--- src/hw/dma_pcie_pkg.sv ---
`default_nettype none

package dma_pcie_pkg;

   // ----------------------------------------------------------------------
   // pcie link size settings
   // ----------------------------------------------------------------------

   // encoded max payload / max read request size from the link
   typedef logic [2:0] pcie_size_code_t;

   // byte count, 1024 wraps to 0
   typedef logic [9:0] pcie_bytes_t;

   localparam pcie_size_code_t SIZE_32   = 3'd0;
   localparam pcie_size_code_t SIZE_64   = 3'd1;
   localparam pcie_size_code_t SIZE_128  = 3'd2;
   localparam pcie_size_code_t SIZE_256  = 3'd3;
   localparam pcie_size_code_t SIZE_512  = 3'd4;
   localparam pcie_size_code_t SIZE_1024 = 3'd5;

   // codes 6 and 7 are reserved and decode to 0

endpackage

`default_nettype wire

--- src/hw/dma_iface_pkg.sv ---
`default_nettype none

package dma_iface_pkg;

   // ----------------------------------------------------------------------
   // host access widths
   // ----------------------------------------------------------------------
   localparam int MEM_ADDR_BITS = 10;

   // one address per 64-bit entry, split into hi and lo lanes
   typedef logic [MEM_ADDR_BITS-1:0] mem_addr_t;
   typedef logic [31:0]              host_word_t;
   typedef logic [3:0]               byte_mask_t;
   typedef logic [1:0]               if_sel_t;
   typedef logic [3:0]               mem_sel_t;
   typedef logic [63:0]              dsc_word_t;

   // memory numbers, anything else is unmapped
   localparam mem_sel_t MEM_CFG    = 4'd0;
   localparam mem_sel_t MEM_TX_DSC = 4'd1;

   // config register index, taken from the lane address
   localparam mem_addr_t CFG_TX_DSC_MASK  = 10'd0;
   localparam mem_addr_t CFG_RX_DSC_MASK  = 10'd1;
   localparam mem_addr_t CFG_RX_BYTE_WAIT = 10'd2;
   localparam mem_addr_t CFG_CONTROL      = 10'd3;
   localparam mem_addr_t CFG_PCIE_SIZES   = 10'd4;

   // returned for reads that hit nothing
   localparam host_word_t NO_DATA = 32'hdeadbeef;

   // ----------------------------------------------------------------------
   // host access structs
   // ----------------------------------------------------------------------
   typedef struct packed {
      mem_addr_t  addr;
      host_word_t data;
      byte_mask_t mask;
      logic       en;
   } host_lane_t;

   typedef struct packed {
      if_sel_t    if_sel;
      mem_sel_t   mem_sel;
      host_lane_t hi;
      host_lane_t lo;
   } host_wr_t;

   typedef struct packed {
      if_sel_t   if_sel;
      mem_sel_t  mem_sel;
      mem_addr_t addr_hi;
      logic      en_hi;
      mem_addr_t addr_lo;
      logic      en_lo;
   } host_rd_t;

   typedef struct packed {
      host_word_t hi;
      host_word_t lo;
   } host_rd_data_t;

endpackage

`default_nettype wire
--- src/hw/dma_iface.sv ---
`timescale 1ns/100ps
`default_nettype none

module dma_iface #(
   parameter int IFACE_ID  = 0,
   parameter int DSC_DEPTH = 16
) (
   input  logic                          pcie_clk,
   input  logic                          rst_n,
   input  dma_iface_pkg::host_wr_t       host_wr,
   input  dma_iface_pkg::host_rd_t       host_rd,
   output dma_iface_pkg::host_rd_data_t  host_rd_data,
   input  dma_pcie_pkg::pcie_size_code_t max_payload_size,
   input  dma_pcie_pkg::pcie_size_code_t max_read_req_size,
   output logic                          iface_rdy,
   output dma_iface_pkg::dsc_word_t      tx_dsc_mask,
   output dma_iface_pkg::dsc_word_t      rx_dsc_mask,
   output logic [15:0]                   rx_byte_wait,
   input  logic [$clog2(DSC_DEPTH)-1:0]  dsc_rd_addr,
   input  logic                          dsc_rd_en,
   output dma_iface_pkg::dsc_word_t      dsc_rd_data,
   output logic                          dsc_rd_valid,
   input  logic [$clog2(DSC_DEPTH)-1:0]  dsc_clr_addr,
   input  logic                          dsc_clr_en
);

   import dma_iface_pkg::*;
   import dma_pcie_pkg::*;

   logic          iface_rst_n;
   logic          soft_reset;
   host_wr_t      cfg_wr;
   host_wr_t      dsc_wr;
   host_rd_t      cfg_rd;
   host_rd_data_t cfg_rd_data;
   pcie_bytes_t   payload_bytes;
   pcie_bytes_t   read_bytes;

   iface_rst_seq u_rst_seq (
      .pcie_clk    (pcie_clk),
      .rst_n       (rst_n),
      .soft_reset  (soft_reset),
      .iface_rst_n (iface_rst_n),
      .iface_rdy   (iface_rdy)
   );

   iface_access_mux #(.IFACE_ID(IFACE_ID)) u_access_mux (
      .pcie_clk     (pcie_clk),
      .iface_rst_n  (iface_rst_n),
      .iface_rdy    (iface_rdy),
      .host_wr      (host_wr),
      .host_rd      (host_rd),
      .cfg_wr       (cfg_wr),
      .dsc_wr       (dsc_wr),
      .cfg_rd       (cfg_rd),
      .cfg_rd_data  (cfg_rd_data),
      .host_rd_data (host_rd_data)
   );

   iface_cfg_regs u_cfg_regs (
      .pcie_clk      (pcie_clk),
      .iface_rst_n   (iface_rst_n),
      .cfg_wr        (cfg_wr),
      .cfg_rd        (cfg_rd),
      .cfg_rd_data   (cfg_rd_data),
      .payload_bytes (payload_bytes),
      .read_bytes    (read_bytes),
      .tx_dsc_mask   (tx_dsc_mask),
      .rx_dsc_mask   (rx_dsc_mask),
      .rx_byte_wait  (rx_byte_wait),
      .soft_reset    (soft_reset)
   );

   pcie_size_decode u_size_decode (
      .pcie_clk          (pcie_clk),
      .max_payload_size  (max_payload_size),
      .max_read_req_size (max_read_req_size),
      .payload_bytes     (payload_bytes),
      .read_bytes        (read_bytes)
   );

   // engine side ports pass straight to the descriptor memory
   tx_dsc_mem #(.DSC_DEPTH(DSC_DEPTH)) u_tx_dsc_mem (
      .pcie_clk     (pcie_clk),
      .iface_rst_n  (iface_rst_n),
      .dsc_wr       (dsc_wr),
      .dsc_rd_addr  (dsc_rd_addr),
      .dsc_rd_en    (dsc_rd_en),
      .dsc_rd_data  (dsc_rd_data),
      .dsc_rd_valid (dsc_rd_valid),
      .dsc_clr_addr (dsc_clr_addr),
      .dsc_clr_en   (dsc_clr_en)
   );

endmodule

`default_nettype wire

--- src/hw/tx_dsc_mem.sv ---
`timescale 1ns/100ps
`default_nettype none

module tx_dsc_mem #(
   parameter int DSC_DEPTH = 16
) (
   input  logic                         pcie_clk,
   input  logic                         iface_rst_n,
   input  dma_iface_pkg::host_wr_t      dsc_wr,
   input  logic [$clog2(DSC_DEPTH)-1:0] dsc_rd_addr,
   input  logic                         dsc_rd_en,
   output dma_iface_pkg::dsc_word_t     dsc_rd_data,
   output logic                         dsc_rd_valid,
   input  logic [$clog2(DSC_DEPTH)-1:0] dsc_clr_addr,
   input  logic                         dsc_clr_en
);

   import dma_iface_pkg::*;

   localparam int IDX_BITS = $clog2(DSC_DEPTH);

   host_word_t           mem_hi [DSC_DEPTH];
   host_word_t           mem_lo [DSC_DEPTH];
   logic [DSC_DEPTH-1:0] valid;
   logic [IDX_BITS-1:0]  hi_idx;
   logic [IDX_BITS-1:0]  lo_idx;

   assign hi_idx = dsc_wr.hi.addr[IDX_BITS-1:0];
   assign lo_idx = dsc_wr.lo.addr[IDX_BITS-1:0];

   // ----------------------------------------------------------------------
   // descriptor storage
   // ----------------------------------------------------------------------
   always_ff @(posedge pcie_clk) begin
      for (int b = 0; b < 4; b++) begin
         if (dsc_wr.hi.en && dsc_wr.hi.mask[b]) begin
            mem_hi[hi_idx][8*b +: 8] <= dsc_wr.hi.data[8*b +: 8];
         end
         if (dsc_wr.lo.en && dsc_wr.lo.mask[b]) begin
            mem_lo[lo_idx][8*b +: 8] <= dsc_wr.lo.data[8*b +: 8];
         end
      end
      if (dsc_rd_en) begin
         dsc_rd_data <= {mem_hi[dsc_rd_addr], mem_lo[dsc_rd_addr]};
      end
   end

   // ----------------------------------------------------------------------
   // valid bits
   // ----------------------------------------------------------------------

   // hi lane write marks the entry ready for the engine
   always_ff @(posedge pcie_clk) begin
      if (!iface_rst_n) begin
         valid        <= '0;
         dsc_rd_valid <= 1'b0;
      end else begin
         if (dsc_clr_en) begin
            valid[dsc_clr_addr] <= 1'b0;
         end
         // host write wins over an engine clear of the same entry
         if (dsc_wr.hi.en) begin
            valid[hi_idx] <= 1'b1;
         end
         if (dsc_rd_en) begin
            dsc_rd_valid <= valid[dsc_rd_addr];
         end
      end
   end

endmodule

`default_nettype wire

--- src/hw/pcie_size_decode.sv ---
`timescale 1ns/100ps
`default_nettype none

module pcie_size_decode (
   input  logic                          pcie_clk,
   input  dma_pcie_pkg::pcie_size_code_t max_payload_size,
   input  dma_pcie_pkg::pcie_size_code_t max_read_req_size,
   output dma_pcie_pkg::pcie_bytes_t     payload_bytes,
   output dma_pcie_pkg::pcie_bytes_t     read_bytes
);

   import dma_pcie_pkg::*;

   function automatic pcie_bytes_t size_bytes(pcie_size_code_t code);
      case (code)
         SIZE_32:   return 10'd32;
         SIZE_64:   return 10'd64;
         SIZE_128:  return 10'd128;
         SIZE_256:  return 10'd256;
         SIZE_512:  return 10'd512;
         // 1024 does not fit in 10 bits
         SIZE_1024: return 10'd0;
         default:   return 10'd0;
      endcase
   endfunction

   // follows the link settings one cycle later
   always_ff @(posedge pcie_clk) begin
      payload_bytes <= size_bytes(max_payload_size);
      read_bytes    <= size_bytes(max_read_req_size);
   end

endmodule

`default_nettype wire

--- src/hw/iface_cfg_regs.sv ---
`timescale 1ns/100ps
`default_nettype none

module iface_cfg_regs (
   input  logic                         pcie_clk,
   input  logic                         iface_rst_n,
   input  dma_iface_pkg::host_wr_t      cfg_wr,
   input  dma_iface_pkg::host_rd_t      cfg_rd,
   output dma_iface_pkg::host_rd_data_t cfg_rd_data,
   input  dma_pcie_pkg::pcie_bytes_t    payload_bytes,
   input  dma_pcie_pkg::pcie_bytes_t    read_bytes,
   output dma_iface_pkg::dsc_word_t     tx_dsc_mask,
   output dma_iface_pkg::dsc_word_t     rx_dsc_mask,
   output logic [15:0]                  rx_byte_wait,
   output logic                         soft_reset
);

   import dma_iface_pkg::*;

   host_word_t wait_merged;
   dsc_word_t  rd_word_hi;
   dsc_word_t  rd_word_lo;

   // byte enables, 1 takes the new byte
   function automatic host_word_t merge(host_word_t old_word, host_word_t new_word,
                                        byte_mask_t mask);
      host_word_t res;
      res = old_word;
      for (int b = 0; b < 4; b++) begin
         if (mask[b]) begin
            res[8*b +: 8] = new_word[8*b +: 8];
         end
      end
      return res;
   endfunction

   // full 64-bit view of one register index
   function automatic dsc_word_t cfg_word(mem_addr_t idx);
      case (idx)
         CFG_TX_DSC_MASK:  return tx_dsc_mask;
         CFG_RX_DSC_MASK:  return rx_dsc_mask;
         CFG_RX_BYTE_WAIT: return {48'd0, rx_byte_wait};
         CFG_PCIE_SIZES:   return {22'd0, read_bytes, 22'd0, payload_bytes};
         // control bit is a pulse, reads back 0
         default:          return 64'd0;
      endcase
   endfunction

   // ----------------------------------------------------------------------
   // register writes
   // ----------------------------------------------------------------------
   assign wait_merged = merge({16'd0, rx_byte_wait}, cfg_wr.lo.data, cfg_wr.lo.mask);

   always_ff @(posedge pcie_clk) begin
      if (!iface_rst_n) begin
         tx_dsc_mask  <= '0;
         rx_dsc_mask  <= '0;
         rx_byte_wait <= '0;
         soft_reset   <= 1'b0;
      end else begin
         soft_reset <= 1'b0;
         if (cfg_wr.hi.en) begin
            case (cfg_wr.hi.addr)
               CFG_TX_DSC_MASK: tx_dsc_mask[63:32] <=
                  merge(tx_dsc_mask[63:32], cfg_wr.hi.data, cfg_wr.hi.mask);
               CFG_RX_DSC_MASK: rx_dsc_mask[63:32] <=
                  merge(rx_dsc_mask[63:32], cfg_wr.hi.data, cfg_wr.hi.mask);
               default: ;
            endcase
         end
         if (cfg_wr.lo.en) begin
            case (cfg_wr.lo.addr)
               CFG_TX_DSC_MASK: tx_dsc_mask[31:0] <=
                  merge(tx_dsc_mask[31:0], cfg_wr.lo.data, cfg_wr.lo.mask);
               CFG_RX_DSC_MASK: rx_dsc_mask[31:0] <=
                  merge(rx_dsc_mask[31:0], cfg_wr.lo.data, cfg_wr.lo.mask);
               CFG_RX_BYTE_WAIT: rx_byte_wait <= wait_merged[15:0];
               CFG_CONTROL: soft_reset <= cfg_wr.lo.data[0] && cfg_wr.lo.mask[0];
               default: ;
            endcase
         end
      end
   end

   // ----------------------------------------------------------------------
   // registered reads
   // ----------------------------------------------------------------------
   always_comb begin
      rd_word_hi = cfg_word(cfg_rd.addr_hi);
      rd_word_lo = cfg_word(cfg_rd.addr_lo);
   end

   always_ff @(posedge pcie_clk) begin
      if (cfg_rd.en_hi) begin
         cfg_rd_data.hi <= rd_word_hi[63:32];
      end
      if (cfg_rd.en_lo) begin
         cfg_rd_data.lo <= rd_word_lo[31:0];
      end
   end

endmodule

`default_nettype wire

--- src/hw/iface_access_mux.sv ---
`timescale 1ns/100ps
`default_nettype none

module iface_access_mux #(
   parameter int IFACE_ID = 0
) (
   input  logic                         pcie_clk,
   input  logic                         iface_rst_n,
   input  logic                         iface_rdy,
   input  dma_iface_pkg::host_wr_t      host_wr,
   input  dma_iface_pkg::host_rd_t      host_rd,
   output dma_iface_pkg::host_wr_t      cfg_wr,
   output dma_iface_pkg::host_wr_t      dsc_wr,
   output dma_iface_pkg::host_rd_t      cfg_rd,
   input  dma_iface_pkg::host_rd_data_t cfg_rd_data,
   output dma_iface_pkg::host_rd_data_t host_rd_data
);

   import dma_iface_pkg::*;

   localparam if_sel_t MY_IF = if_sel_t'(IFACE_ID);

   logic wr_here;
   logic rd_here;
   logic wr_cfg_sel;
   logic wr_dsc_sel;
   logic rd_cfg_sel;
   logic rd_cfg_hi_q;
   logic rd_cfg_lo_q;

   // ----------------------------------------------------------------------
   // request decode
   // ----------------------------------------------------------------------
   assign wr_here    = iface_rdy && (host_wr.if_sel == MY_IF);
   assign rd_here    = iface_rdy && (host_rd.if_sel == MY_IF);
   assign wr_cfg_sel = wr_here && (host_wr.mem_sel == MEM_CFG);
   assign wr_dsc_sel = wr_here && (host_wr.mem_sel == MEM_TX_DSC);
   // descriptor memory has no host read path
   assign rd_cfg_sel = rd_here && (host_rd.mem_sel == MEM_CFG);

   // targets only look at the lane enables
   always_comb begin
      cfg_wr       = host_wr;
      cfg_wr.hi.en = host_wr.hi.en && wr_cfg_sel;
      cfg_wr.lo.en = host_wr.lo.en && wr_cfg_sel;

      dsc_wr       = host_wr;
      dsc_wr.hi.en = host_wr.hi.en && wr_dsc_sel;
      dsc_wr.lo.en = host_wr.lo.en && wr_dsc_sel;

      cfg_rd       = host_rd;
      cfg_rd.en_hi = host_rd.en_hi && rd_cfg_sel;
      cfg_rd.en_lo = host_rd.en_lo && rd_cfg_sel;
   end

   // ----------------------------------------------------------------------
   // read return, one cycle after the enable
   // ----------------------------------------------------------------------

   // selection only moves on a read so the returned data holds
   always_ff @(posedge pcie_clk) begin
      if (!iface_rst_n) begin
         rd_cfg_hi_q <= 1'b0;
         rd_cfg_lo_q <= 1'b0;
      end else begin
         if (host_rd.en_hi) begin
            rd_cfg_hi_q <= rd_cfg_sel;
         end
         if (host_rd.en_lo) begin
            rd_cfg_lo_q <= rd_cfg_sel;
         end
      end
   end

   assign host_rd_data.hi = rd_cfg_hi_q ? cfg_rd_data.hi : NO_DATA;
   assign host_rd_data.lo = rd_cfg_lo_q ? cfg_rd_data.lo : NO_DATA;

endmodule

`default_nettype wire

--- src/hw/iface_rst_seq.sv ---
`timescale 1ns/100ps
`default_nettype none

module iface_rst_seq (
   input  logic pcie_clk,
   input  logic rst_n,
   input  logic soft_reset,
   output logic iface_rst_n,
   output logic iface_rdy
);

   typedef enum logic {
      RST_WAIT,
      RST_IDLE
   } rst_state_t;

   rst_state_t state;
   logic [3:0] cnt;

   // either reset source restarts the 16 cycle hold
   always_ff @(posedge pcie_clk) begin
      if (!rst_n || soft_reset) begin
         state <= RST_WAIT;
         cnt   <= 4'd0;
      end else begin
         case (state)
            RST_WAIT: begin
               cnt <= cnt + 4'd1;
               // last count, counter wraps back to 0
               if (cnt == 4'hf) begin
                  state <= RST_IDLE;
               end
            end
            RST_IDLE: begin
               state <= RST_IDLE;
            end
            default: begin
               state <= RST_WAIT;
            end
         endcase
      end
   end

   assign iface_rst_n = (state == RST_IDLE);
   assign iface_rdy   = iface_rst_n;

endmodule

`default_nettype wire

--- config.mk ---
export PLATFORM = sky130hd
export DESIGN_NAME = dma_iface
export DESIGN_NICKNAME = d
export VERILOG_FILES = /design/src/hw/dma_pcie_pkg.sv /design/src/hw/dma_iface_pkg.sv /design/src/hw/dma_iface.sv /design/src/hw/tx_dsc_mem.sv /design/src/hw/pcie_size_decode.sv /design/src/hw/iface_cfg_regs.sv /design/src/hw/iface_access_mux.sv /design/src/hw/iface_rst_seq.sv
export SDC_FILE = /design/constraint.sdc
export NUM_CORES = 1
export LEC_CHECK = 0
export BUFFER_PORTS_ARGS = -buffer_cell sky130_fd_sc_hd__buf_2
export CORE_MARGIN = 2
export CORE_UTILIZATION = 39
export CTS_CLUSTER_DIAMETER = 60
export DETAILED_ROUTE_END_ITERATION = 7
export GPL_TIMING_DRIVEN = 0
export SLEW_MARGIN = 10
export SYNTH_ARGS = -nofsm -noshare
export SYNTH_HDL_FRONTEND = slang
export SYNTH_SLANG_ARGS = --single-unit
--- constraint.sdc ---
create_clock -name pcie_clk -period 3.1 [get_ports pcie_clk]
set_input_delay 0.155 -clock pcie_clk [delete_from_list [all_inputs] [get_ports pcie_clk]]
set_output_delay 0.155 -clock pcie_clk [all_outputs]
set_load 0.01 [all_outputs]
* Word level (Yosys, flattened, before mapping) *
Memory sizes are Yosys's and may differ from the RTL's. A register that Yosys moved wholly into a read port is not among the register bits.
Cells that the tools add are included.
Widths: inputs -> output; s select.

cells by class
  magnitude comparators = 5
  mux-type cells = 33
  bitwise operators = 4
  reduce and logical (&&, ||, !) cells = 53
  $add $sub $neg = 1
  equal/unequal tests = 20

operators with widths
  operator             count
  $pmux 64 s4          1
  $pmux 32 s4          1
  $pmux 10 s5          2
  $mux 32              2
  $reduce_and 3->1     19
  $mux 16              3
  $eq 10x1->1 const B  4
  $eq 10x2->1 const B  4
  $logic_not 10->1     4
  $logic_and 1x1->1    22
  $eq 10x3->1 const B  2
  $mux 1               20
  $and 16x16->16       1
  $not 16->16          1
  $or 16x16->16        1
  $lt 4x5->1 const B   3
  $eq 3x2->1 const B   4
  $demux 1 s4          2
  $ge 4x1->1 const B   2
  $logic_not 4->1      2
  $eq 3x1->1 const B   2
  $eq 3x3->1 const B   2
  $logic_not 3->1      2
  $add 4x1->4 const B  1
  8 further kinds      9

word-level totals
  flip-flop bits (word level) = 253
  RAM bits = 1024
  memories kept = 2
  bits of input ports = 146

memories
  name                 words  bits a word  read ports  clocked after Yosys merged registers in  wr ports  RTL line          source
  u_tx_dsc_mem.mem_hi  16     32           1           1                                        1         tx_dsc_mem.sv:22  host_word_t mem_hi [DSC_DEPTH];
  u_tx_dsc_mem.mem_lo  16     32           1           1                                        1         tx_dsc_mem.sv:23  host_word_t mem_lo [DSC_DEPTH];

* Longest topological paths before layout *
  word-level depth = 10
  gate-level depth with buffers = 7

* Cells and area by module *
From an unflattened synthesis, not the netlist that was laid out.

second synthesis, totals
  cells, all modules = 2928
  area total of the unflattened synthesis = 53894.2 sq um

by module, submodules not included
  module            seq. area each (sq um)  cells an instance  times used  area an instance (sq um)
  tx_dsc_mem        33011.7                 1747               1           42090.4
  iface_cfg_regs    4824.6                  819                1           8992.4
  iface_access_mux  40.0                    311                1           2254.7
  pcie_size_decode  200.2                   31                 1           354.1
  iface_rst_seq     100.1                   20                 1           202.7

* Least setup slack after synthesis *
Ideal clock, no wire load.

  kind = reg2reg
  start point = register u_rst_seq.state (netlist: u_rst_seq.iface_rdy)
  end point = memory u_tx_dsc_mem.mem_lo[2][10] (netlist bit) (enable)
  path slack = 0.856 ns
  required time = 2.730 ns
  cell stages (with the launch flop) = 6
  arrival = 1.874 ns
  cell sequence = dfxtp_1 -> nor4b_4 -> and2_1 -> nand4_1 -> clkbuf_1 -> nor2_1

on the way
  cells in the longest elaborated chain, start to end = 6

ends and longest elaborated chain
  what                          RTL line                source
  start: declaration            iface_rst_seq.sv:17     rst_state_t state;
  start signal: assignment      iface_rst_seq.sv:23     state <= RST_WAIT;
  start signal: assignment      iface_rst_seq.sv:31     state <= RST_IDLE;
  start signal: assignment      iface_rst_seq.sv:35     state <= RST_IDLE;
  $logic_and 1x1->1             iface_access_mux.sv:34  assign wr_here = iface_rdy && (host_wr.if_sel == MY_IF);
  $logic_and 1x1->1             iface_access_mux.sv:37  assign wr_dsc_sel = wr_here && (host_wr.mem_sel == MEM_TX_DSC);
  $logic_and 1x1->1             iface_access_mux.sv:49  dsc_wr.lo.en = host_wr.lo.en && wr_dsc_sel;
  $logic_and 1x1->1             tx_dsc_mem.sv:39        if (dsc_wr.lo.en && dsc_wr.lo.mask[b]) begin
  $mux 1                        tx_dsc_mem.sv:39
  $mux 1 (not written as such)  tx_dsc_mem.sv:40        mem_lo[lo_idx][8*b +: 8] <= dsc_wr.lo.data[8*b +: 8];
  end: declaration              tx_dsc_mem.sv:23

No other way between the ends.

* Worst setup path in the final report *
  start point = register u_rst_seq.state (netlist: u_rst_seq.iface_rdy)
  end point = memory u_tx_dsc_mem.mem_lo[3][11] (netlist bit) (enable)

The elaborated chain is that of the path after synthesis.

==> impl_results.md <==
- Die Y: 367 um
- Initial Util: 0.392
- Status: complete, but fails checks
- Syn-to-layout area delta: 19.3%
- Fin Setup TNS: -0.136 ns
- CTS clock-pin slew for the worst setup and hold paths: 0.06 ns
- Pwr dens: 614 nW/um^2
- Count of cell types in the netlist: 51
- Reg-to-reg startpoint: u_rst_seq.iface_rdy
- Gpl congestion: 0.857
- Post-DRT Antenna Nets: 0
- Global route total overflow: 0
- Tightest Pin Transition: 1.31 ns
- FF+latch count, synth: 1331
- Number of global-route vias before repair: 28500
- I/O Pins: 420
- Syn. warnings: 0
- Setup violators final: 8
- CTS sink count: 1331
- Max_cap viols: 0
- Initial antenna violation count: 11
- Register area share after synthesis: 0.741
- RSZ-0062 raised after global routing: yes
- CTS Buf Count: 141
- Post-layout net count: 3474
- IO Port Bufs: 410
- Clk_skew: 0.0235 ns
- Die area: 135000 um^2
- Synth area leaders: edfxtp_1 67%, mux4_2 14%, dfxtp_1 7.0%
- Share of cells above drive strength 1: 0.299
- Die Width: 367 um
- VDD IR-drop max: 0.473 mV
- Vias/cell: 5.47
- Worst path slowest cell: nor2_1
- P_leak: 20.4 nW
- Min-delay worst type: primary input to flop
- CP required: 3.49 ns
- Failing checks: setup timing
- Fin util: 0.468
- All-Layer GR Usage: 0.216
- Syn Std Cell Area: 51500 um^2
- Initial DRT Pass Iterations: 5
- Crit-path cells: nor4b_4, buf_4, and2_1, nand4_1, clkbuf_1, nor2_1
- Synth top area share: 0.672
- Final instance area: 61400 um^2
- Critical path launch point: u_rst_seq.iface_rdy
- DR iter-0 viols: 3076
- H-tree lvl count: 4
- First-pass GRT wire length: 208000 um
- Crit path time final: 3.12 ns
- Synth async-reset ratio: 0
- # rows: 133
- Setup crit end kind: flop
- Area leader, netlist: edfxtp_1
- Post-synth net total: 2814
- Core ar.: 131000 um^2
- Slew Viols, Final: 0
- Area after DPL: 55800 um^2
- DRT Wirelength: 147000 um
- Via count: 28400
- Max Freq: 321 MHz
- Root Driver: clkbuf_16
- Clk_lat worst skew: 0.77 ns
- Worst EP arrival: 3.51 ns
- Crit path max fanout: 10
- Largest stage delay on the critical path: 0.76 ns
- Setup crit start kind: flop
- Pre-CTS setup slack: -0.755 ns
- Final worst setup slack: -0.0188 ns
- Max Buffers Root-to-Sink: 3
- Commonest non-fill, non-tap cell in the layout: edfxtp_1
- Largest net degree at the start of global routing: 44
- Worst setup path class: flop to flop
- Commonest non-fill, non-tap cells in the layout: 1152 x edfxtp_1, 455 x buf_2, 322 x mux4_2
- Hold wc startpoint: host_rd[3]
- Tcrit/Tclk final: 1.01
- DRC viols: 0
- CTS tree: yes
- Final hold vios: 0
- Synthesized netlist cell count: 2667
- Rel. slew slack: 0.129
- Syn_area_per_cell: 19.3 um^2
- Number of synthesized flops with an enable pin: 1152
- Post-detail-place hpwl: 104000 um
- Routed WL per cell: 28.2 um
- Synth Flop Type: edfxtp_1
-- state kept, by name, indices dropped and copies added, names as in the netlist --
signal	cells
u_tx_dsc_mem.mem_hi	512
u_tx_dsc_mem.mem_lo	512
u_cfg_regs.cfg_rd_data	64
u_cfg_regs.rx_dsc_mask	64
u_cfg_regs.tx_dsc_mask	64
u_tx_dsc_mem.dsc_rd_data	64
u_cfg_regs.rx_byte_wait	16
u_tx_dsc_mem.valid	16
u_size_decode.payload_bytes	5
u_size_decode.read_bytes	5
u_rst_seq.cnt	4
u_access_mux.rd_cfg_hi_q	1
u_access_mux.rd_cfg_lo_q	1
u_cfg_regs.soft_reset	1
u_rst_seq.iface_rdy	1
u_tx_dsc_mem.dsc_rd_valid	1
-- cell families after synthesis --
family	Yosys count	synth area share
and+or+nand+nor	563	0.0560
DFF	1331	0.741
xor gates and xnor gates	3	0.000510
buffers and inverters	152	0.0126
AOI/OAI and AO/OA	173	0.0246
adders and majority gates	1	0.000243
muxes	444	0.165
-- stage by stage --
| step | hold WS [ns] | power (W) | instances |
|---|---|---|---|
| 6_report | 0.0670 | 0.0377 | 5199 |
| 5_1_grt | 0.0544 | 0.0388 | 5196 |
| 4_1_cts | 0.00119 | 0.0380 | 5196 |
| 3_5_place_dp | 0.375 | 0.0215 | 4835 |
| 3_3_place_gp | 0.372 | 0.0215 | 4832 |
| 2_1_floorplan | 0.226 | 0.0207 | 2667 |
-- report_power, final --
| part | internal (W) | switching [W] | total (W) |
|---|---|---|---|
| Combinational | 0.000655 | 0.00100 | 0.00166 |
| Clock | 0.00954 | 0.00693 | 0.0165 |
| Sequential | 0.0195 | 0.0000352 | 0.0196 |
-- critical path, delay by kind of cell, from the launching register on --
kind          cells  cell delay (ns)
flops             1             0.44
simple gates      4             1.70
buf+inv           2             0.60
-- path summary, 6_finish.rpt --
path / slack, ns / endpoint / depth (start not counted)
worst max register to register: -0.02 / u_tx_dsc_mem.mem_lo[3][11] / 6
worst min register to register: 0.49 / u_cfg_regs.rx_byte_wait[10] / 2
worst min-delay path: 0.07 / u_cfg_regs.cfg_rd_data[8] / 3
worst max-delay path: -0.02 / u_tx_dsc_mem.mem_lo[3][11] / 6
-- cells in the mapped netlist, drive strengths merged, types with 2 or more instances --
cell / instances
edfxtp: 1152
mux4: 322
nand2: 208
dfxtp: 179
mux2i: 122
nor2: 97
clkbuf: 93
and2: 83
buf: 57
nand3: 57
nand2b: 51
a22o: 43
o21ai: 37
a21boi: 32
o21a: 30
a22oi: 22
nor3: 11
nor2b: 10
nand4: 8
nor4: 7
nor3b: 6
nand4b: 5
nor4b: 4
o31a: 4
and3: 3
and4b: 3
or4: 3
a221oi: 2
and3b: 2
and4: 2
inv: 2
xor2: 2
-- layout make-up --
type / count / area, um^2
fillers: 11000 / 69900
flip-flops and latches: 1331 / 38200
multi-input cells: 1184 / 12700
clock buffers: 183 / 3800
repair buffers: 517 / 3160
well taps: 1755 / 2200
clock inverters: 74 / 692
plain buffers: 150 / 643
inverters: 2 / 7.51
diodes: 3 / 7.51
-- metal layers --
layer,global-route usage,up-vias,part of all wire
li1,-,12000,-
met1,0.305,14900,0.42
met2,0.341,1261,0.48
met3,0.0470,171,0.081
met4,0.0541,8,0.019
met5,0,-,0.00028
-- timing repair --
action,CTS,global route
gates resized for setup,4,18
setup endpoints to repair,971,180
hold buffers,101,0
hold endpoints to repair,1212,0
buffers inserted,3,0
No activity file was read; power rests on OpenSTA's default activity.
